===== src/gauntlet_loader_consts.svh =====
`ifndef GAUNTLET_LOADER_CONSTS_SVH
`define GAUNTLET_LOADER_CONSTS_SVH

// Download stream widths
`define LDR_ADDR_W    25
`define LDR_DATA_W    8

// CPU side read widths
`define PRG_ADDR_W    19    // 16-bit program words
`define AUD_ADDR_W    16
`define CHR_ADDR_W    14
`define GFX_ADDR_W    23    // Dword index into graphics memory

// Host download indices
`define IDX_ROM       8'd0
`define IDX_SLAP      8'd1
`define IDX_DIP       8'd254

`define SLAP_DEFAULT  8'd104  // Gauntlet protection chip

// ########################################
// Load map, byte addresses of the ROM stream
// ########################################
`define MAP_GFX_END   25'h0BFFFF  // Last graphics byte
`define MAP_PRG_9AB   25'h0C0000
`define MAP_PRG_10AB  25'h0F0000  // Half size bank
`define MAP_PRG_7AB   25'h100000
`define MAP_PRG_6AB   25'h110000
`define MAP_PRG_5AB   25'h120000
`define MAP_PRG_3AB   25'h130000
`define MAP_AUD_16S   25'h140000
`define MAP_AUD_16R   25'h148000
`define MAP_CHR_6P    25'h14C000

`endif


===== src/gauntlet_loader_pkg.sv =====
package gauntlet_loader_pkg;

`include "gauntlet_loader_consts.svh"

	// Destination of one download byte
	typedef enum logic [3:0] {
		REG_NONE,
		REG_GFX,
		REG_PRG_9AB,   // Program banks in CPU order
		REG_PRG_10AB,
		REG_PRG_7AB,
		REG_PRG_6AB,
		REG_PRG_5AB,
		REG_PRG_3AB,
		REG_AUD_16S,
		REG_AUD_16R,
		REG_CHR_6P,
		REG_DIP,
		REG_SLAP
	} rom_region_e;

	// Graphics view, four bytes per dword
	typedef struct packed {
		logic [`GFX_ADDR_W-1:0] dword;
		logic [1:0]             lane;
	} ldr_gfx_t;

	// Program view, 64 KB blocks of byte pairs
	typedef struct packed {
		logic [8:0]  blk;
		logic [14:0] word;
		logic        lane;  // High on the second byte of a word
	} ldr_prg_t;

	typedef union packed {
		ldr_gfx_t gfx;
		ldr_prg_t prg;
	} ldr_addr_u;

endpackage


===== src/rom_region_decode.sv =====
`timescale 1ns/1ps
`include "gauntlet_loader_consts.svh"

module rom_region_decode (
	input  logic                            clk_sys,
	input  logic                            rst_n,
	input  logic                            ioctl_download,
	input  logic                            ioctl_wr,
	input  logic [7:0]                      ioctl_index,
	input  logic [`LDR_ADDR_W-1:0]          ioctl_addr,
	input  logic [`LDR_DATA_W-1:0]          ioctl_dout,
	output logic                            wr_strobe,
	output gauntlet_loader_pkg::rom_region_e wr_region,
	output gauntlet_loader_pkg::ldr_addr_u  wr_addr,
	output logic [`LDR_DATA_W-1:0]          wr_byte
);

	localparam logic [`LDR_ADDR_W-1:0] SZ_16K = 25'h004000;
	localparam logic [`LDR_ADDR_W-1:0] SZ_32K = 25'h008000;
	localparam logic [`LDR_ADDR_W-1:0] SZ_64K = 25'h010000;

	gauntlet_loader_pkg::rom_region_e region_d;

	// Half open window [base, base+size)
	function automatic logic in_win(input logic [`LDR_ADDR_W-1:0] a,
		input logic [`LDR_ADDR_W-1:0] base, input logic [`LDR_ADDR_W-1:0] size);
		return (a >= base) && (a < base + size);
	endfunction

	always_comb begin
		region_d = gauntlet_loader_pkg::REG_NONE;   // Filler and stray bytes
		if (ioctl_index == `IDX_ROM && ioctl_download) begin
			if (ioctl_addr <= `MAP_GFX_END)
				region_d = gauntlet_loader_pkg::REG_GFX;
			else if (in_win(ioctl_addr, `MAP_PRG_9AB, SZ_64K))
				region_d = gauntlet_loader_pkg::REG_PRG_9AB;
			else if (in_win(ioctl_addr, `MAP_PRG_10AB, SZ_32K))
				region_d = gauntlet_loader_pkg::REG_PRG_10AB;
			else if (in_win(ioctl_addr, `MAP_PRG_7AB, SZ_64K))
				region_d = gauntlet_loader_pkg::REG_PRG_7AB;
			else if (in_win(ioctl_addr, `MAP_PRG_6AB, SZ_64K))
				region_d = gauntlet_loader_pkg::REG_PRG_6AB;
			else if (in_win(ioctl_addr, `MAP_PRG_5AB, SZ_64K))
				region_d = gauntlet_loader_pkg::REG_PRG_5AB;
			else if (in_win(ioctl_addr, `MAP_PRG_3AB, SZ_64K))
				region_d = gauntlet_loader_pkg::REG_PRG_3AB;
			else if (in_win(ioctl_addr, `MAP_AUD_16S, SZ_32K))
				region_d = gauntlet_loader_pkg::REG_AUD_16S;
			else if (in_win(ioctl_addr, `MAP_AUD_16R, SZ_16K))
				region_d = gauntlet_loader_pkg::REG_AUD_16R;
			else if (in_win(ioctl_addr, `MAP_CHR_6P, SZ_16K))
				region_d = gauntlet_loader_pkg::REG_CHR_6P;
		end else if (ioctl_index == `IDX_DIP && ioctl_addr < 25'd8) begin
			region_d = gauntlet_loader_pkg::REG_DIP;          // Eight switch bytes
		end else if (ioctl_index == `IDX_SLAP) begin
			region_d = gauntlet_loader_pkg::REG_SLAP;
		end
	end

	// One stage, no stall
	always_ff @(posedge clk_sys) begin
		if (!rst_n) begin
			wr_strobe <= 1'b0;
			wr_region <= gauntlet_loader_pkg::REG_NONE;
		end else begin
			wr_strobe <= ioctl_wr;
			wr_region <= region_d;
		end
		wr_addr <= ioctl_addr;  // Payload travels alongside
		wr_byte <= ioctl_dout;
	end

endmodule


===== config.mk =====
export PLATFORM = sky130hd
export DESIGN_NAME = rom_region_decode
export DESIGN_NICKNAME = d
export VERILOG_FILES = /design/src/gauntlet_loader_pkg.sv /design/src/rom_region_decode.sv
export VERILOG_INCLUDE_DIRS = /design/src
export SDC_FILE = /design/constraint.sdc
export NUM_CORES = 1
export LEC_CHECK = 0
export BUFFER_PORTS_ARGS = -buffer_cell sky130_fd_sc_hd__clkbuf_2
export CAP_MARGIN = 10
export CORE_MARGIN = 4
export CORE_UTILIZATION = 37
export DETAILED_ROUTE_END_ITERATION = 8
export PLACE_DENSITY = 0.76
export SETUP_SLACK_MARGIN = 0.5
export SLEW_MARGIN = 20
export SYNTH_ARGS = -nofsm -noshare
export SYNTH_HDL_FRONTEND = slang
export SYNTH_SLANG_ARGS = --single-unit
export TNS_END_PERCENT = 1

===== constraint.sdc =====
create_clock -name clk_sys -period 1.35 [get_ports clk_sys]
set_input_delay 0.27 -clock clk_sys [delete_from_list [all_inputs] [get_ports clk_sys]]
set_output_delay 0.27 -clock clk_sys [all_outputs]
set_load 0.02 [all_outputs]

==> flow_summary.ini, run 1 <==
[layout]
nNetsFinal = 216
area_growth_pct = 78.71
drive_gt1_share_pct = 65.12
fill_cells = 193
fin_area_sq_um = 1869
regArea_sq_um = 777.0
multi_input_area_sq_um = 299.0
antenna_cells = 0
final_cells = 203

[worst_setup_path]
crit_type = reg2out
critPathMaxFanout = 1
crit_family = flip-flops
startpoint = wr_addr[8]$_DFF_P_
start_kind = register
arrival_ns = 0.84
critPathSlowestCell = dfxtp_1
required_ns = 1.08
crit_path_end_kind = output pin
max_stage_delay_ns = 0.34
crit_buf_inv = 1
path_cells = clkbuf_2

[place]
place.gp.congestion = 0.8516
post-dp-hpwl_mm = 2.234
portBuffers = 82
dpl.cell_count = 194
place_area_sq_um = 1510

[power_and_ir_drop]
p_switching_w = 0.0005381
power.density_nw_per_um2 = 1335
p_leak_nw = 0.8862
pwr-share-seq_pct = 48.0
ir_drop_mv = 1.091
switching_share_pct = 21.55
clockPowerShare_pct = 39.7
intPower_w = 0.001958
comb_power_share_pct = 12.3

[synthesis]
synth_largest_area_cell = dfxtp_1
synth_fp_nets = 124
ys_top_cells_by_area = dfxtp_1, nand4b_1, nor4_4
avgSynthCellArea_sq_um = 13.24
synth-seq-cells = 38
async_flop_share_pct = 0
synth-edff-count = 0
yosysSeqAreaShare_pct = 72.73
synthCells = 79
netlist_area_sq_um = 1046
ys_types = 27
synth_top_area_share_pct = 72.73
ys_warn_count = 0
synth_flop_cell = dfxtp_1

[detailed_routing]
wl_per_cell_microns = 15.05
vias = 988
drt_iter0_markers = 15
wl_mm = 3.056
drt-pass1-iter-count = 3
vias_per_cell = 4.867
post-route-drc-count = 0
postRouteAntennaNets = 0

[grt]
antenna_found_initial = 0
gr-total-overflow = 0
grtUsageTotal_pct = 16.74
grt_pass1_wl_mm = 4.360
grt_pass1_vias = 1005
grt_max_degree = 13

[sta]
layout_worst_path_cycle_share_pct = 82.25
relSlewSlack_pct = 82.02
worst_pin_slew_ns = 0.2677
finalSetupViolations = 0
grt_setup_unrepaired = yes
slew_violations = 0
max_freq_mhz = 900.6
fin_crit_ns = 1.110
whs_ns = 0.02479
hold_violations = 0
setup_tns_ns = 0

[floorplanning]
io_pins = 83
floorplan.initialDensity_pct = 38.26
core-area_sq_um = 2734
rows = 19
die_h_microns = 61.17
die_x_microns = 61.17
die-area_sq_um = 3742

[clock_network]
clock-sinks = 38
clock-root-buffer = clkbuf_4
cts_max_level = 2
cts_buffers = 5
clk_path_buf_depth = 2
cts.clk_slew.worst_paths_ns = 0.11
tritoncts = yes

[status]
status = finished clean

[run]
maxCapViolCount = 0

[worst_hold_path]
hold_path.class = in2reg
hp-start = ioctl_dout[3]
[Yosys cell counts, drive strengths merged, types with 2 or more instances]
| master | count |
|---|---|
| nand4 | 2 |
| nor4 | 3 |
| nand2 | 2 |
| a21oi | 3 |
| nand4b | 3 |
| and2 | 2 |
| a31oi | 2 |
| dfxtp | 38 |
| nor3 | 2 |
| o21ai | 3 |
| inv | 2 |
| nor2 | 5 |
[cell type report]
type,instances,share of cell area [%]
clock buffers,6,2.744
clock inverters,2,3.213
flip-flops and latches,38,41.57
multi-input cells,39,16.00
well taps,31,2.075
repair buffers,85,34.00
inverters,2,0.4016
[worst paths after layout]
path,depth (start not counted),end
worst max-delay path,1,wr_addr[8]
worst min-delay path,1,wr_byte[3]$_DFF_P_
[logic make-up after synthesis]
kind of cell / after synthesis / share of synthesized area, %
compound gates: 12 / 7.656
buf+inv: 2 / 0.7180
flops: 38 / 72.73
simple gates: 27 / 18.90
[per-layer routing]
layer	part of all wire (%)	GRT usage [%]	routed length (microns)
met5	0	0	0
met2	47	29.31	1431
met3	16	6.709	488
met1	34	15.12	1033
met4	3.4	13.31	104
[layout by cell type, fill, tap and decap left out, drive strengths merged, types with 2 or more instances in the layout]
master / n
a21oi: 3
a31oi: 2
and2: 2
buf: 5
bufinv: 2
clkbuf: 86
dfxtp: 38
inv: 2
nand2: 2
nand4: 2
nand4b: 3
nor2: 5
nor3: 2
nor4: 3
o21ai: 3
[power by group through the flow]
stage / sequential, W / combinational (W) / clock [W]
final: 0.00120 / 0.000306 / 0.000992
after global routing: 0.00120 / 0.000328 / 0.00106
after CTS: 0.00120 / 0.000303 / 0.00100
after detailed placement: 0.00121 / 0.000249 / 0
after global placement: 0.00121 / 0.000243 / 0
after floorplan: 0.00128 / 0.0000275 / 0
[through the flow]
stage / util, % / total power (W) / setup WS [ns]
4_1_cts: 68.01 / 0.002504 / 0.2509
2_1_floorplan: - / 0.001312 / 0.1150
6_report: 68.38 / 0.002496 / 0.2396
5_1_grt: 68.38 / 0.002593 / 0.1909
3_3_place_gp: 55.24 / 0.001455 / -0.04467
3_5_place_dp: 55.24 / 0.001463 / -0.1750
[state kept, by name, indices dropped and copies added, names as in the netlist]
register   cells
wr_region      4
wr_addr       25
wr_strobe      1
wr_byte        8
[what timing repair did]
| action | CTS | global route |
|---|---|---|
| pin swaps | 2 | 2 |
| gates resized for setup | 62 | 4 |
| hold buffers | 0 | 0 |
| endpoints found under the hold margin | 0 | 0 |
| buffers inserted | 1 | 0 |
| setup endpoints to repair | 42 | 42 |
(Power assumes the default switching activity.)
==> run 2, diff against run 1 <==
Clock period 1.35 ns to 1.1 ns, I/O delays scaled along.
==> flow_summary.ini, run 2 (synthesis gave the netlist of run 1 again) <==
[status]
status = finished with violations
violations = negative hold slack

[floorplanning]
core-area_sq_um = 2734
die_h_microns = 61.17
die-area_sq_um = 3742
io_pins = 83
die_x_microns = 61.17
floorplan.initialDensity_pct = 38.26
rows = 19

[detailed_routing]
drt-pass1-iter-count = 4
vias_per_cell = 4.986
postRouteAntennaNets = 0
vias = 1087
drt_iter0_markers = 28
wl_per_cell_microns = 18.73
wl_mm = 4.084
post-route-drc-count = 0

[sta]
max_freq_mhz = 915.6
fin_crit_ns = 1.092
worst_pin_slew_ns = 0.3358
grt_setup_unrepaired = yes
whs_ns = -0.02260
finalSetupViolations = 0
relSlewSlack_pct = 77.44
hold_violations = 5
worst_slack_ns = 0.007761
slew_violations = 0
layout_worst_path_cycle_share_pct = 99.29

[clock_network]
cts_max_level = 2
clock-sinks = 38
clock-root-buffer = clkbuf_4
cts.clk_slew.worst_paths_ns = 0.11
cts_buffers = 5
tritoncts = yes
clk_path_buf_depth = 2

[worst_setup_path]
start_kind = primary input
required_ns = 1.35
critPathMaxFanout = 3
arrival_ns = 1.34
crit_path_end_kind = register
crit_type = in2reg

[layout]
area_growth_pct = 97.13
antenna_cells = 0
final_common_cell = clkbuf_2
largest_register = wr_addr
nNetsFinal = 231
drive_gt1_share_pct = 78.07
largest_register_ffs = 25
final_cell_mix = clkbuf_2, dfxtp_2, buf_6
reg.largest.list = wr_addr x25, wr_byte x8, wr_region x4

[grt]
grt_max_degree = 13
grtUsageTotal_pct = 17.90
antenna_found_initial = 0
grt_pass1_wl_mm = 4.643
gr-total-overflow = 0
grt_pass1_vias = 1028

[place]
post-dp-hpwl_mm = 2.271
pre_cts_slack_ns = -0.3181
portBuffers = 82
place.gp.congestion = 0.8939

[power_and_ir_drop]
ir_drop_mv = 1.270
p_leak_nw = 0.9750
power.density_nw_per_um2 = 1326
finalPower_w = 0.002735

[worst_hold_path]
hold_path.class = in2reg

[run]
maxCapViolCount = 0
run 2: cell type report:
class	instances	area, sq um
repair buffers	100	854.6
clock buffers	6	51.30
flip-flops and latches	38	805.8
inverters	2	7.507
clock inverters	2	12.51
well taps	31	38.79
multi-input cells	39	291.5
fillers	171	671.9
run 2: final timing paths:
path	start	endpoint	slack [ns]	cells past startpoint
worst max-delay path	ioctl_addr[12]	wr_region[1]$_SDFF_PN0_	0.008	5
worst min-delay path	ioctl_addr[12]	wr_addr[12]$_DFF_P_	-0.02	1
run 2: power by group:
group          internal [W]  leakage, nW  total (W)  switching (W)
combinational      0.000254        0.620   0.000467       0.000212
clock              0.000308       0.0343   0.000769       0.000462
sequential          0.00146        0.321    0.00150      0.0000430
run 2: critical path: stages:
cell     delay [ns]
buf_6          0.09
or4_4          0.54
nor4_4         0.13
nand4_1        0.21
o31ai_1        0.14
run 2: timing repair:
| action | CTS | global route |
|---|---|---|
| gates resized for setup | 48 | 114 |
| hold buffers | 8 | 1 |
| setup endpoints to repair | 42 | 50 |
| pin swaps | 2 | 0 |
| gates cloned | 0 | 0 |
| hold endpoints to repair | 19 | 9 |
| buffers inserted | 1 | 0 |
run 2: routing by layer:
metal / track usage [%] / up-vias / part of all wire (%)
met5: 0 / - / 0
met2: 32.78 / 79 / 50
met3: 6.080 / 6 / 13
met4: 10.22 / 0 / 1.5
met1: 17.27 / 500 / 36
li1: - / 502 / -
run 2: per-stage QoR:
step	cells	TNS [ns]	hold slack [ns]	instance area (sq um)	util [%]
after detailed placement	200	-0.9956	0.3247	1555	56.89
after CTS	217	0	-0.02526	1891	69.15
after floorplan	79	-0.2274	0.2477	1046	-
after global placement	200	-0.7853	0.3244	1555	56.89
after global routing	218	-0.01819	-0.03785	2062	75.42
final	218	0	-0.02260	2062	75.42
