File: src/gauntlet_loader_consts.svh
`ifndef GAUNTLET_LOADER_CONSTS_SVH
`define GAUNTLET_LOADER_CONSTS_SVH

// Download stream widths
`define LDR_ADDR_W    25
`define LDR_DATA_W    8

// CPU side read widths
`define PRG_ADDR_W    19    // 16-bit program words
`define AUD_ADDR_W    16
`define CHR_ADDR_W    14
`define GFX_ADDR_W    23    // Dword index into graphics memory

// Host download indices
`define IDX_ROM       8'd0
`define IDX_SLAP      8'd1
`define IDX_DIP       8'd254

`define SLAP_DEFAULT  8'd104  // Gauntlet protection chip

// ########################################
// Load map, byte addresses of the ROM stream
// ########################################
`define MAP_GFX_END   25'h0BFFFF  // Last graphics byte
`define MAP_PRG_9AB   25'h0C0000
`define MAP_PRG_10AB  25'h0F0000  // Half size bank
`define MAP_PRG_7AB   25'h100000
`define MAP_PRG_6AB   25'h110000
`define MAP_PRG_5AB   25'h120000
`define MAP_PRG_3AB   25'h130000
`define MAP_AUD_16S   25'h140000
`define MAP_AUD_16R   25'h148000
`define MAP_CHR_6P    25'h14C000

`endif

File: src/gauntlet_loader_pkg.sv
package gauntlet_loader_pkg;

`include "gauntlet_loader_consts.svh"

	// Destination of one download byte
	typedef enum logic [3:0] {
		REG_NONE,
		REG_GFX,
		REG_PRG_9AB,   // Program banks in CPU order
		REG_PRG_10AB,
		REG_PRG_7AB,
		REG_PRG_6AB,
		REG_PRG_5AB,
		REG_PRG_3AB,
		REG_AUD_16S,
		REG_AUD_16R,
		REG_CHR_6P,
		REG_DIP,
		REG_SLAP
	} rom_region_e;

	// Graphics view, four bytes per dword
	typedef struct packed {
		logic [`GFX_ADDR_W-1:0] dword;
		logic [1:0]             lane;
	} ldr_gfx_t;

	// Program view, 64 KB blocks of byte pairs
	typedef struct packed {
		logic [8:0]  blk;
		logic [14:0] word;
		logic        lane;  // High on the second byte of a word
	} ldr_prg_t;

	typedef union packed {
		ldr_gfx_t gfx;
		ldr_prg_t prg;
	} ldr_addr_u;

endpackage

File: src/rom_download_writer.sv
`timescale 1ns/1ps
`include "gauntlet_loader_consts.svh"

module rom_download_writer (
	input  logic                            clk_sys,
	input  logic                            rst_n,
	input  logic                            wr_strobe,
	input  gauntlet_loader_pkg::rom_region_e wr_region,
	input  gauntlet_loader_pkg::ldr_addr_u  wr_addr,
	input  logic [`LDR_DATA_W-1:0]          wr_byte,
	output logic [9:0]                      bank_we,     // Bit n is region n+1
	output logic [14:0]                     bank_waddr,
	output logic [15:0]                     bank_wdata,
	output logic                            gfx_we,
	output logic [`GFX_ADDR_W-1:0]          gfx_addr,
	output logic [31:0]                     gfx_data,
	output logic [63:0]                     dip_sw,
	output logic [7:0]                      slap_type
);

	logic [23:0] hist;    // Last three ROM bytes, oldest on top
	logic        is_rom;

	assign is_rom = wr_strobe && (wr_region inside
		{[gauntlet_loader_pkg::REG_GFX:gauntlet_loader_pkg::REG_CHR_6P]});

	// ########################################
	// Byte history
	// ########################################
	always_ff @(posedge clk_sys) begin
		if (is_rom)
			hist <= {hist[15:0], wr_byte};
	end

	// ########################################
	// Bank writes, same cycle as wr_strobe
	// ########################################
	always_comb begin
		bank_we    = '0;
		bank_waddr = wr_addr.prg.word;                  // Word address
		bank_wdata = {hist[7:0], wr_byte};              // Even byte high
		if (wr_strobe) begin
			case (wr_region)
				gauntlet_loader_pkg::REG_PRG_9AB, gauntlet_loader_pkg::REG_PRG_10AB,
				gauntlet_loader_pkg::REG_PRG_7AB, gauntlet_loader_pkg::REG_PRG_6AB,
				gauntlet_loader_pkg::REG_PRG_5AB, gauntlet_loader_pkg::REG_PRG_3AB:
					bank_we[wr_region - 4'd1] = wr_addr.prg.lane;  // Odd byte closes word
				gauntlet_loader_pkg::REG_AUD_16S, gauntlet_loader_pkg::REG_AUD_16R,
				gauntlet_loader_pkg::REG_CHR_6P: begin
					// Byte wide banks
					bank_we[wr_region - 4'd1] = 1'b1;
					bank_waddr = {wr_addr.prg.word[13:0], wr_addr.prg.lane};
					bank_wdata = {8'h00, wr_byte};
				end
				default: ;
			endcase
		end
	end

	// ########################################
	// Graphics dwords and config capture
	// ########################################
	always_ff @(posedge clk_sys) begin
		if (!rst_n) begin
			gfx_we    <= 1'b0;
			dip_sw    <= '0;
			slap_type <= `SLAP_DEFAULT;
		end else begin
			gfx_we <= wr_strobe && wr_region == gauntlet_loader_pkg::REG_GFX &&
				wr_addr.gfx.lane == 2'd3;                   // Fourth byte of a dword
			if (wr_strobe && wr_region == gauntlet_loader_pkg::REG_DIP)
				dip_sw[wr_addr[2:0]*8 +: 8] <= wr_byte;
			if (wr_strobe && wr_region == gauntlet_loader_pkg::REG_SLAP)
				slap_type <= wr_byte;                       // Taken as is
		end
		if (wr_strobe && wr_region == gauntlet_loader_pkg::REG_GFX) begin
			gfx_addr <= wr_addr.gfx.dword;
			gfx_data <= {hist, wr_byte};
		end
	end

endmodule

File: config.mk
export PLATFORM = sky130hd
export DESIGN_NAME = rom_download_writer
export DESIGN_NICKNAME = d
export VERILOG_FILES = /design/src/gauntlet_loader_pkg.sv /design/src/rom_download_writer.sv
export VERILOG_INCLUDE_DIRS = /design/src
export SDC_FILE = /design/constraint.sdc
export NUM_CORES = 1
export LEC_CHECK = 0
export BUFFER_PORTS_ARGS = -buffer_cell sky130_fd_sc_hd__buf_2
export CORE_MARGIN = 3
export CORE_UTILIZATION = 50
export CTS_CLUSTER_SIZE = 24
export DETAILED_ROUTE_END_ITERATION = 6
export PLACE_DENSITY_LB_ADDON = 0.2
export SYNTH_ARGS = -nofsm -noshare
export SYNTH_HDL_FRONTEND = slang
export SYNTH_SLANG_ARGS = --single-unit
export TNS_END_PERCENT = 30
File: constraint.sdc
create_clock -name clk_sys -period 8.4 [get_ports clk_sys]
set_input_delay 0 -clock clk_sys [delete_from_list [all_inputs] [get_ports clk_sys]]
set_output_delay 0 -clock clk_sys [all_outputs]
set_load 0.1 [all_outputs]
==> impl_metrics.tcl, run 1 <==
set metrics [dict create \
    status "finished clean" \
    clockBufferDepth 2 \
    grt_max_degree 103 \
    ant_nets 0 \
    cts-root-buf "clkbuf_16" \
    drive_gt1_share_pct 38.5 \
    yosysTopAreaCellShare_pct 40.3 \
    top_usage_layer "met2" \
    grt_pass1_vias 4175 \
    cpLargestDelayFamily "simple AND/OR/NAND/NOR gates" \
    cts_sinks 152 \
    synth_edf_count 79 \
    clock_latency_ps 410 \
    fmax_ghz 0.362 \
    yosysUniqueCellTypes 42 \
    post_cts_buffers 0 \
    dieHeight_um 114 \
    viasPerCell 5.24 \
    place_area_um2 6920 \
    netlist_instances 452 \
    start_kind "input pin" \
    drc_errors 0 \
    synthArstFlopShare_pct 0 \
    hold_path.class "input pin to flip-flop" \
    crit_arrival_ps 3100 \
    worst-path-max-fanout 10 \
    syn_to_final_growth_pct 32.7 \
    power_mw 1.75 \
    yosysTopAreaCell "edfxtp_1" \
    finalMaxSlewViolations 0 \
    grt_first_pass_wirelength_um 22400 \
    finalSetupViolCount 0 \
    synthTopCellsByArea "edfxtp_1, dfxtp_1, mux2i_1, nand2_1, nand3_1" \
    critPathBufInv 3 \
    numPortBuffers 207 \
    fin_nets 721 \
    post-route-period-util_pct 32.9 \
    pin_count 209 \
    antenna_found_initial 1 \
    critPathMaxStageDelay_ps 990 \
    fin_crit_ps 2760 \
    drt_pre_antenna_iters 5 \
    coreArea_um2 11200 \
    vias 4363 \
    cts_inserted_buffers 17 \
    cts_tree "done" \
    grt_use_met2_pct 38.0 \
    worst_pin_slew_ps 1140 \
    yosys_register_bits 152 \
    synth_area_per_cell_um2 13.0 \
    ys_warn_count 0 \
    synth-seq-area-share_pct 65.2 \
    rsz0062_at_grt "no" \
    track_usage_pct 22.6 \
    dieArea_um2 13100 \
    die_x_um 114 \
    slowest_stage "nor4b_2" \
    grtUsageMet1_pct 27.8 \
    fin_area_um2 7810 \
    endpoint_kind "flip-flop" \
    rows 38 \
    crit_chain "dlygate4sd3_1 -> buf_2 -> inv_1 -> ha_1 -> nor3b_2 -> nor4b_2 -> mux2i_1" \
    vdd_drop_max_v 0.000165 \
    p_per_area_nw_per_um2 224 \
    final_cell_mix "buf_2, nand2_1, edfxtp_1" \
    slew_headroom_pct 22.8 \
    critPathKind "input pin to flip-flop" \
    overflow 0 \
    hold_viol_final 0 \
    final_common_cell "buf_2" \
    skew_ps 5.58 \
    htree_levels 4 \
    p_leak_nw 3.21 \
    synthesis.area_um2 5880 \
    synthFlopType "edfxtp_1" \
    maxCapViolCount 0 \
    start_util_pct 52.7 \
    drt_iter0_drc 365 \
    routedWlPerCell_um 18.0 \
    hpwl_um 10000 \
    fin_setup_tns_ps 0 \
    use_met3_pct 6.61 \
    gp_congestion 0.769 \
    worstPathRequired_ps 8740 \
    synthesis.nets 495 \
    totalWireLength_um 15000 \
    path_clk_slew_ps 60 \
]
-- Yosys cell counts, types with 2 or more instances --
cell type / instances
a21boi_0: 5
and2_1: 8
and3_1: 2
buf_1: 3
buf_2: 5
buf_4: 11
clkbuf_1: 10
clkbuf_2: 2
clkbuf_8: 5
dfxtp_1: 73
edfxtp_1: 79
ha_1: 3
inv_1: 4
mux2_2: 13
mux2i_1: 66
nand2_1: 81
nand2b_1: 4
nand3_1: 33
nand3b_1: 3
nor2_1: 7
nor3_2: 2
nor4_1: 2
nor4_4: 2
nor4b_1: 3
nor4bb_1: 2
o21ai_0: 8
-- state kept, by name (all words and copies together), names as in the netlist --
name       flops
gfx_data      32
dip_sw        64
gfx_we         1
slap_type      8
gfx_addr      23
hist          24
-- cell type report --
cell class                      instances  area [um2]
Timing Repair Buffer                  243        1390
Fill cell                             796        3360
Antenna cell                            2        5.00
Clock buffer                           21         440
Inverter                                4        15.0
Clock inverter                         11         125
Sequential cell                       152        3830
Tap cell                              140         175
Multi-Input combinational cell        260        1830
-- cells by family (layout without fill, tap and decap cells) --
| family | after synthesis | count (layout) | synth area share [%] |
|---|---|---|---|
| other cells | 1 | 3 | 0.0637 |
| simple gates | 161 | 161 | 14.4 |
| flops | 152 | 152 | 65.2 |
| mux | 79 | 79 | 13.7 |
| compound gates | 16 | 16 | 1.72 |
| fa+ha+maj | 3 | 3 | 0.638 |
| buf+inv | 40 | 279 | 4.25 |
-- through the flow --
step           worst slack, ps  utilization, %  hold slack (ps)  cells
2_1_floorplan             1740               -             98.9    452
3_3_place_gp              5650            61.9              178    767
3_5_place_dp              5470            61.9              178    767
4_1_cts                   5690            69.8             18.0    831
5_1_grt                   5430            69.9             58.8    832
6_report                  5640            69.9             43.8    833
-- final timing paths --
kind                                 start            to  slack (ps)  cells after the start
worst max-delay path            wr_addr[2]    dip_sw[19]        5640                      7
worst min-delay path            wr_addr[1]        gfx_we          40                      3
worst max register to register     hist[7]  gfx_data[15]        7720                      0
worst min register to register    hist[18]  gfx_data[26]         420                      0
-- power by group --
part,total [mW],switching (mW),internal (mW)
combinational,0.220,0.177,0.0435
sequential,0.801,0.00512,0.796
clock,0.728,0.290,0.438
-- metal layers --
metal,up-vias,routed length [um]
met3,14,1150
li1,2056,-
met5,-,0
met2,159,7790
met4,0,157
met1,2134,5860
-- tightest hold or removal path: stages --
cell    delay, ps
buf_2         140
ha_1          150
and3_1        130
-- what timing repair did --
item / in CTS / in global routing
endpoints found under the hold margin: 60 / 0
gates resized for setup: 0 / 0
hold buffers: 32 / 0
setup endpoints to repair: 0 / 0
No activity file was read; power rests on OpenSTA's default activity.
==> inputs of run 2 (changes only) <==
ABC_AREA = 1   (was not set)
clock period = 2.6 ns   (was 8.4 ns; I/O delays follow)
==> run 2 against run 1 <==
Critical path depth is 2 higher. Global-route usage is 0.45 points higher. Register-to-register slack worse by 5800 ps. Largest power group unchanged.
==> impl_metrics.tcl, run 2 <==
set metrics [dict create \
    status "finished clean" \
    coreArea_um2 12100 \
    critPathBufInv 4 \
    routedWlPerCell_um 14.8 \
    htree_levels 4 \
    maxCapViolCount 0 \
    gp_congestion 0.842 \
    drt_iter0_drc 319 \
    numPortBuffers 207 \
    critPathMaxStageDelay_ps 520 \
    cts_inserted_buffers 17 \
    finalMaxSlewViolations 0 \
    start_kind "input pin" \
    clockBufferDepth 2 \
    synthesis.area_um2 6190 \
    dp_cells 1016 \
    yosysTopAreaCell "edfxtp_1" \
    finalSetupViolCount 0 \
    worstPathRequired_ps 2600 \
    cts-root-buf "clkbuf_16" \
    drt_pre_antenna_iters 5 \
    worstSetupEndpoint "bank_waddr[5]" \
    cts_tree "done" \
    totalWireLength_um 16000 \
    fmax_ghz 0.454 \
    final_cell_mix "buf_2, nand2_1, nor2_1" \
    post-route-period-util_pct 84.8 \
    dieArea_um2 13800 \
    r2r_slack_ps 1890 \
    fillers 965 \
    ys_warn_count 0 \
    cpLargestDelayFamily "buffers and inverters" \
    final_common_cell "buf_2" \
    rr_endpoint "gfx_data[8]" \
    track_usage_pct 23.0 \
    worst_pin_slew_ps 753 \
    grtUsageMet1_pct 28.9 \
    worst-path-stages 9 \
    hold_path.class "input pin to flip-flop" \
    fin_nets 942 \
    crit_arrival_ps 2200 \
    place_ws_ps 593 \
    synth.top_cells.by_count "nand2_1, nor2_1, edfxtp_1" \
    largest_reg_flops 64 \
    rsz0062_at_grt "no" \
    cts_sinks 152 \
    grt_use_met2_pct 39.4 \
    grt_first_pass_wirelength_um 24600 \
    die_x_um 117 \
    critPathKind "input pin to output pin" \
    crit_chain "dlygate4sd3_1 -> buf_2 -> nand2_1 -> nor2_4 -> nand2_1 -> inv_1 -> nand2_1 -> nand2_1 -> buf_2" \
    synthTopCellsByArea "edfxtp_1, dfxtp_1, nand2_1, nor2_1, a21oi_1" \
    vias 5372 \
    ant_nets 0 \
    reg_top3 "dip_sw (64), gfx_data (32), hist (24)" \
    vdd_drop_max_v 0.000301 \
    synthFlopType "edfxtp_1" \
    netlist_instances 674 \
    cpMostUsedCell "nand2_1" \
    p_per_area_nw_per_um2 720 \
    p_leak_nw 3.69 \
    endpoint_kind "output pin" \
    slew_headroom_pct 49.8 \
    yosysMostFrequentCell "nand2_1" \
    antenna_found_initial 0 \
    grt_pass1_vias 4949 \
    yosysTopAreaCellShare_pct 38.3 \
    synth-seq-area-share_pct 61.9 \
    slowest_stage "dlygate4sd3_1" \
    regMostFlops "dip_sw" \
    overflow 0 \
    drive_gt1_share_pct 29.3 \
    synth_area_per_cell_um2 9.19 \
    drc_errors 0 \
    synth_edf_count 79 \
    antennaDiodeCount 0 \
    worstReg2RegStart "hist[0]" \
    startpoint "wr_region[3]" \
    setup_ws_ps 395 \
    start_util_pct 51.3 \
    dieHeight_um 117 \
    clock_latency_ps 410 \
    synthesis.nets 717 \
    synthArstFlopShare_pct 0 \
    path_clk_slew_ps 60 \
    viasPerCell 4.97 \
    top_usage_layer "met2" \
    syn_to_final_growth_pct 32.1 \
    worst-path-max-fanout 20 \
    yosys_register_bits 152 \
    grt_max_degree 56 \
    skew_ps 5.13 \
    pin_count 209 \
    worstRegToRegCells 0 \
    hold_viol_final 0 \
    final_util_pct 67.8 \
    rows 40 \
    yosysUniqueCellTypes 31 \
    use_met3_pct 4.88 \
    fin_crit_ps 2200 \
    final_cells 1080 \
    hpwl_um 11000 \
]
-- run 2: final cells by class --
class | instances | area (um2) | area share (%)
repair buffers | 246 | 1410 | 17.2
clock buffers | 17 | 425 | 5.20
clock inverters | 15 | 183 | 2.23
flip-flops and latches | 152 | 3830 | 46.9
inverters | 39 | 149 | 1.82
well taps | 168 | 210 | 2.57
multi-input cells | 443 | 1970 | 24.1
-- run 2: cell families (layout without fill, tap and decap cells) --
kind of cell	count (synthesis)	after routing	synth area share, %
DFF	152	152	61.9
adders and majority gates	3	3	0.606
buffers and inverters	79	317	6.30
AOI/OAI and AO/OA	70	70	5.70
and+or+nand+nor	369	369	25.4
other	1	1	0.0606
-- run 2: how the worst min path moves through the flow --
stage | to | slack, ps | from | cells past startpoint
floorplan | gfx_addr[0] | 100 | wr_addr[2] | 0
global placement | gfx_addr[21] | 180 | wr_addr[23] | 1
detailed placement | gfx_addr[15] | 180 | wr_addr[17] | 1
CTS | gfx_we | 7 | wr_region[2] | 4
global route | gfx_we | 30 | wr_addr[1] | 4
finish | gfx_we | 20 | wr_region[2] | 4
-- run 2: tightest hold or removal path, delay by kind of cell --
family / cells / cell delay (ps)
buffers and inverters: 1 / 160
and+or+nand+nor: 3 / 230
-- run 2: metal layers --
layer / vias to the layer above / routed length (um)
li1: 2651 / -
met1: 2506 / 6690
met2: 191 / 8170
met3: 24 / 871
met4: 0 / 255
met5: - / 0
-- run 2: metrics by stage --
| step | TNS (ps) | hold slack (ps) | instance area, um2 | total power [mW] |
|---|---|---|---|---|
| after floorplan | -3710 | 98.9 | 6190 | 3.25 |
| after global placement | 0 | 177 | 7250 | 3.39 |
| after detailed placement | 0 | 178 | 7250 | 3.40 |
| after CTS | 0 | 7.30 | 8180 | 5.92 |
| after global routing | 0 | 28.2 | 8180 | 6.09 |
| final | 0 | 23.0 | 8180 | 5.89 |
-- run 2: timing repair --
action,4_1_cts,5_1_grt
hold endpoints to repair,49,0
resized for setup,0,0
setup buffers,0,0
hold buffers,32,0
-- run 2: power breakdown --
part	switching (mW)	internal, mW
clock	1.04	1.46
sequential	0.0170	2.57
combinational	0.657	0.149
==> inputs of run 3 (changes only) <==
ABC_AREA = 0   (was 1)
clock period = 2.12 ns   (was 2.6 ns; I/O delays follow)
==> run 3 against run 2 <==
Via count shrank 18%. Register-to-register slack lost 480 ps. Power grew 20%. Critical path type is now input pin to flip-flop. Critical endpoint is now dip_sw[59]. Largest power group unchanged.
==> impl_metrics.tcl, run 3 (synthesis results as in run 1) <==
set metrics [dict create \
    cts_sinks 152 \
    totalWireLength_um 15400 \
    cts-root-buf "clkbuf_16" \
    switching_share_pct 28.1 \
    finalSetupViolCount 0 \
    drt_pre_antenna_iters 4 \
    p_int_mw 5.10 \
    slowest_stage "or4_1" \
    start_kind "input pin" \
    path_clk_slew_ps 60 \
    grt_max_degree 39 \
    dieHeight_um 114 \
    switchingPower_mw 1.99 \
    hold_path.class "input pin to flip-flop" \
    p_per_area_nw_per_um2 855 \
    power_frac_seq_pct 44.8 \
    worst-path-max-fanout 8 \
    critPathMaxStageDelay_ps 780 \
    cts_tree "done" \
    final_common_cell "buf_2" \
    grt_pass1_vias 4380 \
    power_mw 7.09 \
    p_leak_nw 3.43 \
    clock_latency_ps 410 \
    antennaDiodeCount 0 \
    routedWlPerCell_um 18.2 \
    die_x_um 114 \
    syn_to_final_growth_pct 40.8 \
    fin_nets 735 \
    crit_arrival_ps 2120 \
    largest_reg_flops 64 \
    maxCapViolCount 0 \
    overflow 0 \
    critPathKind "input pin to flip-flop" \
    dieArea_um2 13100 \
    pwr-share-comb_pct 14.5 \
    drc_errors 0 \
    worstPathRequired_ps 2400 \
    fillers 717 \
    ant_nets 0 \
    coreArea_um2 11200 \
    status "finished clean" \
    top_usage_layer "met2" \
    htree_levels 4 \
    worst_pin_slew_ps 538 \
    vdd_drop_max_v 0.000658 \
    hpwl_um 10700 \
    dp_cells 782 \
    cts_resized 0 \
    hold_viol_final 0 \
    drive_gt1_share_pct 40.7 \
    final_cell_mix "buf_2, nand2_1, edfxtp_1" \
    use_met3_pct 7.03 \
    fmax_ghz 0.542 \
    gp_congestion 0.822 \
    track_usage_pct 23.4 \
    clockBufferDepth 2 \
    fin_crit_ps 1840 \
    crit_chain "dlygate4sd3_1 -> buf_2 -> inv_1 -> ha_1 -> or4_1 -> mux2i_1" \
    post-route-period-util_pct 87.0 \
    grtUsageMet1_pct 28.8 \
    viasPerCell 5.22 \
    fin_setup_tns_ps 0 \
    start_util_pct 52.7 \
    skew_ps 3.36 \
    cts_inserted_buffers 17 \
    endpoint_kind "flip-flop" \
    slew_headroom_pct 64.1 \
    clkPwrFrac_pct 40.7 \
    rows 38 \
    vias 4408 \
    final_cells 845 \
    grt_use_met2_pct 40.0 \
    antenna_found_initial 0 \
    grt_first_pass_wirelength_um 23300 \
    reg_top3 "dip_sw (64), gfx_data (32), hist (24)" \
    rsz0062_at_grt "no" \
    finalMaxSlewViolations 0 \
    pin_count 209 \
    drt_iter0_drc 262 \
    regMostFlops "dip_sw" \
    numPortBuffers 207 \
]
## run 3: cell types whose count changed in the layout (fill, tap and decap cells not counted), moves of 7 or more
cell,delta
a21oi_1,-46
nor2_1,-120
nor3_1,-7
inv_1,-29
and2_1,+8
mux2i_1,+66
o21ai_0,-12
nand2_1,-87
mux2_2,+13
buf_12,+24
buf_4,+11
nand4_1,-7
buf_2,-23
## run 3: worst paths after layout
kind                            cells after the start      endpoint         start  slack [ps]
worst max-delay path                                6    dip_sw[59]    wr_addr[2]         280
worst min-delay path                                3  slap_type[4]  wr_region[2]          40
worst max register to register                      0  gfx_data[11]       hist[3]        1410
worst min register to register                      0  gfx_data[25]      hist[17]         420
## run 3: final cells by class
cell class                      count  area [um2]  share of cell area (%)
Clock buffer                       18         429                    5.18
Clock inverter                     14         141                    1.71
Inverter                            4        15.0                   0.181
Multi-Input combinational cell    260        1840                    22.2
Sequential cell                   152        3830                    46.3
Tap cell                          140         175                    2.11
Timing Repair Buffer              257        1850                    22.3
## run 3: critical path, delay by kind of cell
| kind | cells | cell delay [ps] |
|---|---|---|
| multiplexers | 1 | 200 |
| buffers and inverters | 3 | 780 |
| AND/OR/NAND/NOR | 1 | 780 |
| adder cells (fa/ha/maj) | 1 | 350 |
## run 3: metrics by stage
step	utilization [%]	area, um2	worst slack, ps	hold WS [ps]
6_report	74.1	8280	275	40.4
3_3_place_gp	66.3	7400	189	179
5_1_grt	74.1	8280	221	32.2
2_1_floorplan	-	5900	-1010	98.9
4_1_cts	74.1	8280	307	15.2
3_5_place_dp	66.3	7400	104	179
## run 3: routing by layer
layer,vias to the layer above,wire length (um)
li1,2088,-
met1,2115,6340
met2,189,7650
met3,16,1250
met4,0,149
met5,-,0
## run 3: power by group through the flow
stage / Sequential [mW] / Combinational [mW] / Clock, mW
after floorplan: 3.36 / 0.542 / 0
after global placement: 3.23 / 0.969 / 0
after detailed placement: 3.24 / 0.982 / 0
after CTS: 3.17 / 1.03 / 2.92
after global routing: 3.18 / 1.06 / 3.06
final: 3.17 / 1.03 / 2.88
## run 3: timing repair
item / CTS / global route
buffers inserted: 0 / 0
hold endpoints to repair: 69 / 0
hold buffers: 31 / 0
